===== config.mk =====
export PLATFORM = sky130hd
export DESIGN_NAME = pwm_top
export DESIGN_NICKNAME = d
export VERILOG_FILES = /design/src/pwm_pkg.sv /design/src/pwm_prescaler.sv /design/src/pwm_regs.sv /design/src/pwm_timer.sv /design/src/pwm_top.sv
export SDC_FILE = /design/constraint.sdc
export NUM_CORES = 1
export LEC_CHECK = 0
export BUFFER_PORTS_ARGS = -buffer_cell sky130_fd_sc_hd__buf_2
export CORE_MARGIN = 8
export CORE_UTILIZATION = 66
export DETAILED_ROUTE_END_ITERATION = 8
export GPL_TIMING_DRIVEN = 0
export MAX_ROUTING_LAYER = met4
export PLACE_DENSITY = 0.87
export SLEW_MARGIN = 20
export SYNTH_ARGS = -nofsm -noshare
export SYNTH_HDL_FRONTEND = slang
export SYNTH_SLANG_ARGS = --single-unit

===== constraint.sdc =====
create_clock -name clk -period 4.3 [get_ports clk]
set_input_delay 0.43 -clock clk [delete_from_list [all_inputs] [get_ports clk]]
set_output_delay 0.43 -clock clk [all_outputs]
set_load 0.01 [all_outputs]

===== src/pwm_pkg.sv =====
// Shared types and constants for the two-timer PWM block.
// Holds the register map, mode encodings and the structs that
// carry config, counter loads, prescaler ticks and interrupt pulses.

package pwm_pkg;

    // ==============================
    // Widths and limits
    // ==============================
    localparam int CNT_W   = 8;    // Counter and bus data word
    localparam int ADDR_W  = 8;    // Bus address
    localparam int PRESC_W = 10;   // Shared prescaler, covers /1024
    localparam logic [CNT_W-1:0] CNT_MAX = 8'hFF;

    // Register map, AVR I/O addresses
    typedef enum logic [ADDR_W-1:0] {
        TCCR0A = 8'h44,
        TCCR0B = 8'h45,
        TCNT0  = 8'h46,
        OCR0A  = 8'h47,
        OCR0B  = 8'h48,
        TCCR2A = 8'hB0,
        TCCR2B = 8'hB1,
        TCNT2  = 8'hB2,
        OCR2A  = 8'hB3,
        OCR2B  = 8'hB4
    } reg_addr_e;

    // Waveform mode, WGM == 3 is fast PWM
    typedef enum logic {
        NORMAL   = 1'b0,
        FAST_PWM = 1'b1
    } wave_mode_e;

    // Compare output mode, first two leave the pin alone
    typedef enum logic [1:0] {
        COM_OFF         = 2'b00,
        COM_TOGGLE_RSVD = 2'b01,
        COM_NONINV      = 2'b10,
        COM_INV         = 2'b11
    } com_mode_e;

    // Clock select; raw codes 6 and 7 fold into CS_STOP
    typedef enum logic [2:0] {
        CS_STOP    = 3'd0,
        CS_DIV1    = 3'd1,
        CS_DIV8    = 3'd2,
        CS_DIV64   = 3'd3,
        CS_DIV256  = 3'd4,
        CS_DIV1024 = 3'd5
    } clk_sel_e;

    // ==============================
    // Structs between blocks
    // ==============================
    typedef struct packed {
        wave_mode_e       mode;
        com_mode_e        com_a;
        com_mode_e        com_b;
        clk_sel_e         clk_sel;
        logic [CNT_W-1:0] ocr_a;
        logic [CNT_W-1:0] ocr_b;
    } timer_cfg_t;

    typedef struct packed {
        logic             load;    // One clock, same cycle as the write
        logic [CNT_W-1:0] value;
    } cnt_load_t;

    typedef struct packed {
        logic ovf;
        logic comp_a;
        logic comp_b;
    } timer_irq_t;

    typedef struct packed {
        logic div8;
        logic div64;
        logic div256;
        logic div1024;
    } presc_tick_t;

endpackage


===== src/pwm_prescaler.sv =====
// Shared prescaler for both timers.
// A free-running counter gives one-clock ticks every 8, 64, 256 and 1024
// cycles; each timer picks its own tick from the set.

`timescale 1ns/1ps

module pwm_prescaler (
    input  logic                 clk,
    input  logic                 rst_n,
    output pwm_pkg::presc_tick_t tick
);
    import pwm_pkg::*;

    logic [PRESC_W-1:0] presc_cnt;

    // Free-running, wraps every 1024 clocks
    always_ff @(posedge clk or negedge rst_n) begin
        if (!rst_n) begin
            presc_cnt <= '0;
        end else begin
            presc_cnt <= presc_cnt + 1'b1;
        end
    end

    // Tick when low bits are all ones, single cycle wide
    assign tick.div8    = &presc_cnt[2:0];
    assign tick.div64   = &presc_cnt[5:0];
    assign tick.div256  = &presc_cnt[7:0];
    assign tick.div1024 = &presc_cnt[9:0];   // Full counter

endmodule


===== src/pwm_regs.sv =====
// Register file for timer 0 and timer 2.
// Bus writes land on the rising edge with cs and we high; reads are
// combinational while cs and re are high. TCNT writes become load strobes.

`timescale 1ns/1ps

module pwm_regs (
    input  logic                       clk,
    input  logic                       rst_n,
    input  logic                       cs,
    input  logic                       we,
    input  logic                       re,
    input  logic [pwm_pkg::ADDR_W-1:0] addr,
    input  logic [pwm_pkg::CNT_W-1:0]  wdata,
    output logic [pwm_pkg::CNT_W-1:0]  rdata,
    input  logic [pwm_pkg::CNT_W-1:0]  cnt0,
    input  logic [pwm_pkg::CNT_W-1:0]  cnt2,
    output pwm_pkg::timer_cfg_t        cfg0,
    output pwm_pkg::timer_cfg_t        cfg2,
    output pwm_pkg::cnt_load_t         load0,
    output pwm_pkg::cnt_load_t         load2
);
    import pwm_pkg::*;

    logic [CNT_W-1:0] tccr0a, tccr0b, ocr0a, ocr0b;
    logic [CNT_W-1:0] tccr2a, tccr2b, ocr2a, ocr2b;
    logic             wr_en;   // Bus write this cycle

    // Control bytes to decoded timer settings
    function automatic timer_cfg_t decode_cfg(
        input logic [CNT_W-1:0] tccr_a,
        input logic [CNT_W-1:0] tccr_b,
        input logic [CNT_W-1:0] ocr_a,
        input logic [CNT_W-1:0] ocr_b
    );
        timer_cfg_t c;
        logic [2:0] wgm;
        wgm       = {tccr_b[3], tccr_a[1:0]};
        c.mode    = (wgm == 3'd3) ? FAST_PWM : NORMAL;   // Only mode 3 is PWM here
        c.com_a   = com_mode_e'(tccr_a[7:6]);
        c.com_b   = com_mode_e'(tccr_a[5:4]);
        c.clk_sel = (tccr_b[2:0] > 3'd5) ? CS_STOP : clk_sel_e'(tccr_b[2:0]);  // Ext clk n/a
        c.ocr_a   = ocr_a;
        c.ocr_b   = ocr_b;
        return c;
    endfunction

    assign wr_en = cs && we;

    // ==============================
    // Write side
    // ==============================
    always_ff @(posedge clk or negedge rst_n) begin
        if (!rst_n) begin
            tccr0a <= '0;
            tccr0b <= '0;
            ocr0a  <= '0;
            ocr0b  <= '0;
            tccr2a <= '0;
            tccr2b <= '0;
            ocr2a  <= '0;
            ocr2b  <= '0;
        end else if (wr_en) begin
            case (addr)
                TCCR0A: tccr0a <= wdata;
                TCCR0B: tccr0b <= wdata;
                OCR0A:  ocr0a  <= wdata;
                OCR0B:  ocr0b  <= wdata;
                TCCR2A: tccr2a <= wdata;
                TCCR2B: tccr2b <= wdata;
                OCR2A:  ocr2a  <= wdata;
                OCR2B:  ocr2b  <= wdata;
                default: ;     // TCNT goes out as a load, rest unmapped
            endcase
        end
    end

    // Counter loads, timer owns the count itself
    assign load0.load  = wr_en && (addr == TCNT0);
    assign load0.value = wdata;
    assign load2.load  = wr_en && (addr == TCNT2);
    assign load2.value = wdata;

    assign cfg0 = decode_cfg(tccr0a, tccr0b, ocr0a, ocr0b);
    assign cfg2 = decode_cfg(tccr2a, tccr2b, ocr2a, ocr2b);

    // ==============================
    // Read side
    // ==============================
    always_comb begin
        rdata = '0;
        if (cs && re) begin
            case (addr)
                TCCR0A:  rdata = tccr0a;
                TCCR0B:  rdata = tccr0b;
                TCNT0:   rdata = cnt0;     // Live count
                OCR0A:   rdata = ocr0a;
                OCR0B:   rdata = ocr0b;
                TCCR2A:  rdata = tccr2a;
                TCCR2B:  rdata = tccr2b;
                TCNT2:   rdata = cnt2;
                OCR2A:   rdata = ocr2a;
                OCR2B:   rdata = ocr2b;
                default: rdata = '0;
            endcase
        end
    end

endmodule


===== src/pwm_timer.sv =====
// One 8-bit timer: counter with bus load, overflow and compare pulses,
// and two fast PWM output generators. Instantiated once per timer.

`timescale 1ns/1ps

module pwm_timer (
    input  logic                      clk,
    input  logic                      rst_n,
    input  pwm_pkg::timer_cfg_t       cfg,
    input  pwm_pkg::cnt_load_t        load,
    input  pwm_pkg::presc_tick_t      tick,
    output logic [pwm_pkg::CNT_W-1:0] cnt,
    output pwm_pkg::timer_irq_t       irq,
    output logic                      pwm_a,
    output logic                      pwm_b
);
    import pwm_pkg::*;

    logic step;       // Counting step this clock
    logic count_en;   // Step not overridden by a load

    // Next output level for one channel in fast PWM
    function automatic logic pwm_next(
        input logic             cur,
        input com_mode_e        com,
        input logic [CNT_W-1:0] count,
        input logic [CNT_W-1:0] ocr
    );
        logic nxt;
        nxt = cur;
        case (com)
            COM_NONINV: begin
                if (count == '0)  nxt = 1'b1;   // Set at bottom
                if (count == ocr) nxt = 1'b0;   // Clear on match, wins
            end
            COM_INV: begin
                if (count == '0)  nxt = 1'b0;
                if (count == ocr) nxt = 1'b1;
            end
            default: nxt = cur;                 // Pin left alone
        endcase
        return nxt;
    endfunction

    // ==============================
    // Clock select
    // ==============================
    always_comb begin
        case (cfg.clk_sel)
            CS_DIV1:    step = 1'b1;
            CS_DIV8:    step = tick.div8;
            CS_DIV64:   step = tick.div64;
            CS_DIV256:  step = tick.div256;
            CS_DIV1024: step = tick.div1024;
            default:    step = 1'b0;            // Stopped
        endcase
    end

    assign count_en = step && !load.load;

    // ==============================
    // Counter and interrupt pulses
    // ==============================
    always_ff @(posedge clk or negedge rst_n) begin
        if (!rst_n) begin
            cnt <= '0;
        end else if (load.load) begin
            cnt <= load.value;                  // Bus write has priority
        end else if (step) begin
            cnt <= cnt + 1'b1;                  // Wraps 0xFF -> 0
        end
    end

    // One-clock pulses, same rules in both modes
    always_ff @(posedge clk or negedge rst_n) begin
        if (!rst_n) begin
            irq <= '0;
        end else begin
            irq.ovf    <= count_en && (cnt == CNT_MAX);
            irq.comp_a <= count_en && (cnt == cfg.ocr_a);
            irq.comp_b <= count_en && (cnt == cfg.ocr_b);
        end
    end

    // ==============================
    // Waveform outputs
    // ==============================
    always_ff @(posedge clk or negedge rst_n) begin
        if (!rst_n) begin
            pwm_a <= 1'b0;
            pwm_b <= 1'b0;
        end else if (cfg.mode == FAST_PWM) begin
            pwm_a <= pwm_next(pwm_a, cfg.com_a, cnt, cfg.ocr_a);
            pwm_b <= pwm_next(pwm_b, cfg.com_b, cnt, cfg.ocr_b);
        end
        // Normal mode holds the pins
    end

endmodule


===== src/pwm_top.sv =====
// Top of the PWM timer block: register file, shared prescaler and the
// two 8-bit timers (0 and 2) on one cs/we/re register bus.

`timescale 1ns/1ps

module pwm_top (
    input  logic                       clk,
    input  logic                       rst_n,
    input  logic                       cs,
    input  logic                       we,
    input  logic                       re,
    input  logic [pwm_pkg::ADDR_W-1:0] addr,
    input  logic [pwm_pkg::CNT_W-1:0]  wdata,
    output logic [pwm_pkg::CNT_W-1:0]  rdata,
    output logic                       pwm0_a,
    output logic                       pwm0_b,
    output logic                       pwm2_a,
    output logic                       pwm2_b,
    output pwm_pkg::timer_irq_t        irq0,
    output pwm_pkg::timer_irq_t        irq2
);
    import pwm_pkg::*;

    timer_cfg_t       cfg0, cfg2;
    cnt_load_t        load0, load2;
    presc_tick_t      tick;
    logic [CNT_W-1:0] cnt0, cnt2;   // Live counts for readback

    // ==============================
    // Bus side
    // ==============================
    pwm_regs u_regs (
        .clk   (clk),
        .rst_n (rst_n),
        .cs    (cs),
        .we    (we),
        .re    (re),
        .addr  (addr),
        .wdata (wdata),
        .rdata (rdata),
        .cnt0  (cnt0),
        .cnt2  (cnt2),
        .cfg0  (cfg0),
        .cfg2  (cfg2),
        .load0 (load0),
        .load2 (load2)
    );

    pwm_prescaler u_prescaler (
        .clk   (clk),
        .rst_n (rst_n),
        .tick  (tick)
    );

    // ==============================
    // Timers
    // ==============================
    pwm_timer u_timer0 (
        .clk   (clk),
        .rst_n (rst_n),
        .cfg   (cfg0),
        .load  (load0),
        .tick  (tick),
        .cnt   (cnt0),
        .irq   (irq0),
        .pwm_a (pwm0_a),
        .pwm_b (pwm0_b)
    );

    pwm_timer u_timer2 (
        .clk   (clk),
        .rst_n (rst_n),
        .cfg   (cfg2),
        .load  (load2),
        .tick  (tick),
        .cnt   (cnt2),
        .irq   (irq2),
        .pwm_a (pwm2_a),
        .pwm_b (pwm2_b)
    );

endmodule


==> results_dict.tcl, run 1 <==
set metrics [dict create \
    max_slew_margin 0.398 \
    grt_max_degree 57 \
    cp-start-kind "primary input" \
    synth_top_family_by_area "simple AND/OR/NAND/NOR gates" \
    grt.total_usage 0.282 \
    core_area_mm2 0.00855 \
    overflow 0 \
    drtPass1Iterations 5 \
    port_buffers 30 \
    synth_nets 568 \
    rows 34 \
    cts-resized-gates 0 \
    synth_compound_gate_area_share 0.122 \
    antenna_found_initial 0 \
    cts_tree "done" \
    die-area_mm2 0.0119 \
    start_util 0.666 \
    hold_class "primary input to register" \
    die_x_um 109 \
    cp.required_ps 3870 \
    setup_tns_ps 0 \
    clkTransAtPathRegs_ps 90 \
    cts.htree.levels 3 \
    finalNetCount 611 \
    num-fill-cells 632 \
    pwr_density_cell_mw_per_mm2 346 \
    synthTopCellsByArea "dfrtp_1, mux2_2, xor2_1" \
    fin_skew_ps 7.35 \
    crit_type "primary input to output pin" \
    clkSinkCount 100 \
    hold_viol 0 \
    die_h_um 109 \
    grt_pass1_vias 4561 \
    io_pins 39 \
    crit_arrival_ps 2460 \
    crit_chain "buf_2 > clkbuf_1 > buf_1 > mux2i_1 > o21ai_0 > a22oi_1 > a31oi_1 > buf_2" \
    cts_setup_buffers 0 \
    ir_worst_vdd_mv 0.220 \
    grt_pass1_wl_mm 24.7 \
    syn_area_mm2 0.00570 \
    viasPerCell 6.72 \
    ys_seq_elements 100 \
    cp_num_buf_inv 4 \
    synth_xor_area_frac 0.0707 \
    yosys_warnings 0 \
    synth_seq_area_share 0.439 \
    cts_hold_buf 1 \
    drive_above_1_share 0.256 \
    total_leakage_power_nw 2.81 \
    period_share 0.671 \
    yosys_most_used_dff "dfrtp_1" \
    tightest_slew_ps 900 \
    yosys-top-cells-count "dfrtp_1, mux2_2, xor2_1" \
    cap_violations 0 \
    drc 0 \
    critPathSlowestCell "buf_1" \
    antenna_cells 0 \
    wl_per_cell_um 22.6 \
    cp_slowest_stage_delay_ps 530 \
    cp-end-kind "output pin" \
    ff2ff_setup_slack_ps 1780 \
    fin_crit_ps 2890 \
    met1_length_mm 6.60 \
    synthMuxAreaShare 0.146 \
    drtAntennaViolNets 0 \
    hpwl_mm 11.3 \
    rsz0062_at_grt "false" \
    synth_fa_ha_area_frac 0.0198 \
    drtIter0Drc 404 \
    area.growth.synth_to_final_pct 9.68 \
    cpMostUsedCell "buf_2" \
    yosys.area.top_type "dfrtp_1" \
    wl_met3_mm 1.28 \
    cts_root_buffer "clkbuf_8" \
    numCtsBuffers 9 \
    syn_area_per_cell_um2 10.6 \
    place_congestion 0.989 \
    top_layer "met4" \
    wl_met2_mm 7.30 \
    netlist_instances 538 \
    crit_family "buffers and inverters" \
    netlist.area_leader.share 0.439 \
    vias 4656 \
    setup_viol 0 \
    synth_most_common_cell "dfrtp_1" \
    fmaxAchievable_mhz 346 \
    synthArstFlopShare 1.00 \
    drt_wl_total_mm 15.7 \
    cp_max_fo 10 \
    synth_edf_count 0 \
    status "finished clean" \
    clk_latency_ps 370 \
    synth_cell_type_count 62 \
    report.final.slew_viol_count 0 \
    clock_path_buffers 2 \
    power_mw 2.16 \
    yosys.area_share.simple 0.160 \
]
## metal layers
layer	track usage	vias up
li1	-	2055
met4	0.106	0
met1	0.368	2329
met5	-	-
met2	0.427	225
met3	0.0526	47
## cell usage in the layout (no fill, tap or decap), types with 6 or more instances in the layout
| cell type | instances |
|---|---|
| dfrtp_1 | 100 |
| mux2_2 | 66 |
| buf_2 | 41 |
| xor2_1 | 39 |
| nand2_1 | 32 |
| nand3_1 | 22 |
| o21ai_0 | 21 |
| clkbuf_1 | 19 |
| nor2_1 | 18 |
| inv_1 | 13 |
| and3_1 | 13 |
| a22oi_1 | 12 |
| a31oi_1 | 10 |
| nor4_1 | 10 |
| clkbuf_8 | 10 |
| a21oi_1 | 9 |
| mux2i_1 | 9 |
| nor3_1 | 9 |
| ha_1 | 9 |
| o211ai_1 | 8 |
| xnor2_1 | 7 |
| nand4b_1 | 6 |
## power by group
group | switching [mW] | internal [mW] | leakage, nW
Combinational | 0.295 | 0.158 | 1.39
Clock | 0.331 | 0.344 | 0.109
Sequential | 0.0386 | 0.996 | 1.31
Total | 0.665 | 1.50 | 2.81
## logic make-up after synthesis
logic type	count (synthesis)
simple gates	157
flops	100
compound gates	98
mux	75
buf+inv	53
xor+xnor	46
fa+ha+maj	9
## state kept, by name (all words and copies together) (netlist names)
name                   flops
u_regs.ocr0a               8
u_prescaler.presc_cnt     10
u_regs.tccr2a              8
u_regs.tccr0b              8
u_timer0.pwm_a             1
u_regs.tccr2b              8
u_regs.tccr0a              8
u_timer0.cnt               8
u_timer2.pwm_b             1
u_regs.ocr2a               8
u_timer0.irq               3
u_timer2.pwm_a             1
u_timer2.cnt               8
u_regs.ocr0b               8
u_timer0.pwm_b             1
u_timer2.irq               3
u_regs.ocr2b               8
## worst reg2reg max path: stages, from the launching register on
cell and delay [ps]:
dfrtp_1 420, ha_1 230, ha_1 210, nor4bb_1 140, mux2_2 270, a211oi_2 520
buf_2 340, o21ai_0 130, a31oi_1 200
## final cells by class
class | instances | area (um2) | share of cell area
inverter | 13 | 48.8 | 0.00781
multi-input combinational | 385 | 2960 | 0.473
buffer | 40 | 191 | 0.0306
clock buffer | 10 | 138 | 0.0220
sequential | 100 | 2500 | 0.400
clock inverter | 5 | 85.1 | 0.0136
tap | 108 | 135 | 0.0216
timing repair buffer | 32 | 194 | 0.0310
## worst paths after layout
kind | from | endpoint | depth (start not counted)
max | addr[1] | rdata[4] | 8
min | wdata[1] | u_timer2.cnt[1] | 3
max reg2reg | u_prescaler.presc_cnt[0] | u_timer2.cnt[6] | 8
min reg2reg | u_prescaler.presc_cnt[0] | u_prescaler.presc_cnt[0] | 1
max in group asynchronous | rst_n | u_prescaler.presc_cnt[8] | 3
min in group asynchronous | rst_n | u_timer2.pwm_a | 2
## through the flow
| step | hold WS (ps) | util | setup slack, ps | instances | instance area (um2) |
|---|---|---|---|---|---|
| floorplan | 134 | - | 1990 | 538 | 5700 |
| global placement | 457 | 0.700 | 1490 | 676 | 5980 |
| detailed placement | 383 | 0.704 | 1460 | 677 | 6020 |
| CTS | 382 | 0.731 | 1460 | 693 | 6250 |
| global route | 411 | 0.731 | 1270 | 693 | 6250 |
| finish | 389 | 0.731 | 1410 | 693 | 6250 |
Power figures use the tool's default switching activity.
==> inputs of run 2 (changes only) <==
Settings changed: ABC_AREA from default to 1, CORE_UTILIZATION 66 to 61, PLACE_DENSITY 0.87 to 0.81.
Clock period 4.3 ns to 2.9 ns, I/O delays scaled along.
==> results_dict.tcl, run 2 <==
set metrics [dict create \
    syn_area_per_cell_um2 7.40 \
    cts_root_buffer "clkbuf_8" \
    vias 5430 \
    grt_busiest_layer "met2" \
    grt_pass1_wl_mm 26.1 \
    use_met2 0.396 \
    overflow 0 \
    cp_slowest_stage_delay_ps 320 \
    cap_violations 0 \
    ir_worst_vdd_mv 0.419 \
    die-area_mm2 0.0129 \
    clock_path_buffers 2 \
    met3_usage 0.0502 \
    setup_tns_ps 0 \
    start_util 0.629 \
    pwr-share-comb 0.266 \
    die_h_um 114 \
    clkSinkCount 100 \
    numCtsBuffers 9 \
    fin_skew_ps 16.3 \
    drive_above_1_share 0.109 \
    hold_class "primary input to register" \
    area.growth.synth_to_final_pct 10.1 \
    max_slew_margin 0.578 \
    clkTransAtPathRegs_ps 90 \
    crit_type "primary input to output pin" \
    critPathSlowestCell "nor3_4" \
    total_leakage_power_nw 3.11 \
    dp_slack_ps 705 \
    netlist.area_leader.share 0.431 \
    cp.required_ps 2610 \
    yosys_warnings 0 \
    grt_pass1_vias 5124 \
    cts_tree "done" \
    yosys.area.top_type "dfrtp_1" \
    tightest_slew_ps 629 \
    internal-power_mw 2.23 \
    viasPerCell 5.60 \
    rsz0062_at_grt "false" \
    drc 0 \
    yosys_most_used_dff "dfrtp_1" \
    cts.htree.levels 3 \
    swShare 0.339 \
    crit_arrival_ps 1960 \
    fin_crit_ps 2250 \
    synthTopCellsByArea "dfrtp_1, nand2_1, o21ai_0" \
    multiInputGateArea_mm2 0.00287 \
    crit_chain "buf_2 > inv_1 > nand2_1 > nor3_4 > buf_4 > buf_4 > nand3_1 > o21ai_0 > inv_1 > nand3_1 > nand2_1 > inv_1 > buf_2" \
    synth_seq_area_share 0.431 \
    finalNetCount 866 \
    setup_ws_ps 647 \
    grt_util_met1 0.359 \
    cts_setup_buffers 0 \
    num-fill-cells 823 \
    io_pins 39 \
    drtIter0Drc 500 \
    synth_nets 815 \
    pwr_density_cell_mw_per_mm2 527 \
    synth_cell_type_count 28 \
    antenna_found_initial 0 \
    synth_edf_count 0 \
    hold_viol 0 \
    grt.total_usage 0.267 \
    hpwl_mm 12.2 \
    p_sw_mw 1.14 \
    seqPwrFrac 0.469 \
    grt_max_degree 76 \
    ys_seq_elements 100 \
    die_x_um 114 \
    yosys-top-cells-count "nand2_1, o21ai_0, dfrtp_1" \
    rows 35 \
    core_area_mm2 0.00924 \
    cpMostUsedCell "inv_1" \
    syn_area_mm2 0.00581 \
    drt_wl_total_mm 16.2 \
    wl_per_cell_um 16.7 \
    cp-start-kind "primary input" \
    largest_register "u_prescaler.presc_cnt" \
    report.final.slew_viol_count 0 \
    place_congestion 0.987 \
    synthArstFlopShare 1.00 \
    cp_max_fo 10 \
    antenna_cells 0 \
    port_buffers 38 \
    setup_viol 0 \
    final_cell_mix "nand2_1, o21ai_0, dfrtp_1, nand3_1, inv_1" \
    drtAntennaViolNets 0 \
    regArea_mm2 0.00250 \
    largest_register_ffs 10 \
    layout_commonest_cell "nand2_1" \
    period_share 0.777 \
    cp-end-kind "output pin" \
    status "finished clean" \
    drtPass1Iterations 5 \
    netlist_instances 785 \
    synth_most_common_cell "nand2_1" \
    clkPwrFrac 0.265 \
    clk_latency_ps 390 \
    fmaxAchievable_mhz 444 \
]
==> run 2: changes by cell type in the layout (fill, tap and decap cells not counted), moves of 13 or more <==
cell,delta
nor2_1,+41
mux2_2,-66
xnor2_1,+31
nand3_1,+61
and3_1,-13
inv_1,+58
o21ai_0,+85
nand2_1,+201
xor2_1,-28
==> run 2: worst max-delay path: cells and delay by family <==
kind | cells | cell delay [ps]
AO/OA/AOI/OAI | 1 | 90
AND/OR/NAND/NOR | 5 | 670
buffers and inverters | 7 | 900
==> run 2: what timing repair did <==
| action | 4_1_cts | 5_1_grt |
|---|---|---|
| hold buffers | 1 | 0 |
| endpoints found under the setup margin | 0 | 0 |
| gates resized for setup | 0 | 0 |
| hold endpoints to repair | 25 | 0 |
==> run 2: area by class of cell <==
class	count	area share
Sequential cell	100	0.391
Clock inverter	5	0.00939
Tap cell	129	0.0252
Buffer	28	0.0229
Timing Repair Buffer	40	0.0366
Inverter	78	0.0458
Clock buffer	11	0.0205
Multi-Input combinational cell	579	0.448
==> run 2: routing by layer <==
layer  part of all wire  wire, um  vias up
met3              0.086      1400       25
met2               0.45      7340      218
met4              0.027       439        0
li1                   -         -     2606
met5                  0         0        -
met1               0.43      7050     2581
==> run 2: final timing paths <==
path                                          start                       end  slack [ps]  cells after the start
setup / recovery                            addr[7]                  rdata[1]         650                     13
hold / removal                             wdata[7]           u_timer0.cnt[7]         150                      3
setup reg to reg           u_prescaler.presc_cnt[0]           u_timer0.cnt[4]         830                      9
hold reg to reg            u_prescaler.presc_cnt[0]  u_prescaler.presc_cnt[0]         460                      1
max in group asynchronous                     rst_n           u_timer0.irq[0]        1910                      3
min in group asynchronous                     rst_n          u_regs.tccr2a[7]         340                      2
==> run 2: per-stage QoR <==
stage                     hold WS [ps]  power [mW]  instance area (um2)  utilization  std cells
after floorplan                  -5.59        2.22                 5810            -        785
after global placement             443        2.44                 6160        0.667        952
after detailed placement           167        2.48                 6190        0.670        953
after CTS                          141        3.37                 6400        0.692        970
after global routing               172        3.54                 6400        0.692        970
final                              146        3.37                 6400        0.692        970
==> run 2: cells by family (layout without fill, tap and decap cells) <==
| group | Yosys count | in the layout | synth area share |
|---|---|---|---|
| compound gates | 114 | 114 | 0.0986 |
| xor+xnor | 49 | 49 | 0.0739 |
| fa+ha+maj | 9 | 9 | 0.0194 |
| buf+inv | 106 | 162 | 0.0756 |
| flops | 100 | 100 | 0.431 |
| simple gates | 407 | 407 | 0.302 |
==> run 2: power by group through the flow <==
stage                     logic (mW)  clock network [mW]  registers (mW)
final                          0.898               0.893            1.58
after global routing            1.01               0.936            1.59
after CTS                      0.884               0.905            1.58
after detailed placement       0.878                   0            1.60
after global placement         0.841                   0            1.60
after floorplan                0.646                   0            1.58
==> inputs of run 3 (changes only) <==
Clock period 2.9 ns to 2.1 ns, I/O delays scaled along.
==> results_dict.tcl, run 3 (synthesis gave the netlist of run 2 again) <==
set metrics [dict create \
    status "finished clean" \
    drtIter0Drc 470 \
    r2r-end "u_timer2.cnt[5]" \
    critPathSlowestCell "nor3_4" \
    cp_max_fo 5 \
    drive_above_1_share 0.117 \
    final_cell_mix "nand2_1, o21ai_0, dfrtp_1, nand3_1, inv_1" \
    clock_path_buffers 2 \
    area.growth.synth_to_final_pct 10.8 \
    numCtsBuffers 9 \
    antenna_cells 0 \
    crit_arrival_ps 1800 \
    hold_path_depth 3 \
    power_mw 4.64 \
    grt_pass1_vias 5124 \
    cp_slowest_stage_delay_ps 320 \
    die_h_um 114 \
    grt_pass1_wl_mm 26.1 \
    period_share 0.956 \
    fmaxAchievable_mhz 498 \
    multiInputGateArea_mm2 0.00288 \
    rows 35 \
    crit_chain "buf_2 > inv_1 > nand2_1 > nor3_4 > buf_4 > nand2_1 > inv_2 > nand2_1 > nand2_1 > inv_1 > nand3_1 > nand2_1 > inv_1 > buf_2" \
    pwr_density_cell_mw_per_mm2 722 \
    cp-start-kind "primary input" \
    cts_root_buffer "clkbuf_8" \
    largest_register "u_prescaler.presc_cnt" \
    setup_viol 0 \
    io_pins 39 \
    clkSinkCount 100 \
    fin_skew_ps 15.4 \
    fin_crit_ps 2010 \
    holdWs_ps 68.4 \
    clkTransAtPathRegs_ps 90 \
    viasPerCell 5.59 \
    setup_tns_ps 0 \
    drc 0 \
    num-fill-cells 823 \
    crit_type "primary input to output pin" \
    drt_wl_total_mm 16.2 \
    cts_tree "done" \
    hpwl_mm 12.2 \
    layout_commonest_cell "nand2_1" \
    overflow 0 \
    cpMostUsedCell "nand2_1" \
    clk_latency_ps 380 \
    wl_per_cell_um 16.6 \
    max_slew_margin 0.570 \
    hold_viol 0 \
    tightest_slew_ps 641 \
    hp-start "wdata[7]" \
    regArea_mm2 0.00250 \
    r2r-start "u_prescaler.presc_cnt[0]" \
    antenna_found_initial 0 \
    die-area_mm2 0.0129 \
    r2r_cells 10 \
    place_congestion 0.987 \
    total_leakage_power_nw 3.14 \
    drtAntennaViolNets 0 \
    cp.required_ps 1890 \
    largest_register_ffs 10 \
    start_util 0.629 \
    min_to "u_timer0.cnt[7]" \
    ir_worst_vdd_mv 0.573 \
    report.final.slew_viol_count 0 \
    core_area_mm2 0.00924 \
    grt.total_usage 0.267 \
    finalNetCount 868 \
    cp-end-kind "output pin" \
    drtPass1Iterations 5 \
    vias 5431 \
    ff2ff_setup_slack_ps 250 \
    cts.htree.levels 3 \
    hold_class "primary input to register" \
    port_buffers 38 \
    cap_violations 0 \
    die_x_um 114 \
    grt_max_degree 76 \
]
## run 3: layout make-up
type                       instances  share of cell area
clock buffer                      11              0.0204
timing repair buffer              45              0.0422
buffer                            25              0.0214
sequential                       100               0.389
inverter                          78              0.0455
tap                              129              0.0251
multi-input combinational        579               0.447
clock inverter                     5             0.00933
## run 3: how the worst max path moves through the flow
stage | startpoint | to | slack, ps | cells after the start
2_1_floorplan | u_prescaler.presc_cnt[0] | u_timer2.cnt[0] | 510 | 10
3_3_place_gp | rst_n | u_timer0.pwm_b | -180 | 1
3_5_place_dp | addr[7] | rdata[1] | 70 | 13
4_1_cts | addr[7] | rdata[7] | 60 | 13
5_1_grt | addr[7] | rdata[7] | -4 | 13
6_report | addr[7] | rdata[2] | 90 | 14
## run 3: layer usage
layer  up-vias  part of all wire  wire length, um  track usage
li1       2613                 -                -            -
met1      2533              0.43             6910        0.359
met2       253              0.45             7350        0.396
met3        32             0.089             1430       0.0502
met4         0             0.030              488       0.0977
met5         -                 0                0            -
## run 3: per-stage QoR
| stage | setup WS [ps] | area, um2 | instances | util |
|---|---|---|---|---|
| floorplan | 513 | 5810 | 785 | - |
| global placement | -185 | 6160 | 952 | 0.667 |
| detailed placement | 65.3 | 6190 | 953 | 0.670 |
| CTS | 62.7 | 6400 | 970 | 0.692 |
| global route | -4.26 | 6430 | 972 | 0.696 |
| finish | 92.6 | 6430 | 972 | 0.696 |
## run 3: critical path: cells and delay by family
family / cells / cell delay, ps
and+or+nand+nor: 7 / 820
buffers and inverters: 7 / 730
## run 3: what timing repair did
item | in CTS | in global routing
endpoints found under the hold margin | 25 | 0
hold buffers | 1 | 0
gates resized for setup | 0 | 4
setup endpoints to repair | 0 | 23
buffers inserted | 0 | 5
## run 3: power by group
| group | total [mW] | switching [mW] | leakage, nW | internal (mW) |
|---|---|---|---|---|
| Combinational | 1.21 | 0.751 | 1.70 | 0.462 |
| Sequential | 2.21 | 0.150 | 1.35 | 2.06 |
| Clock | 1.22 | 0.666 | 0.0939 | 0.556 |
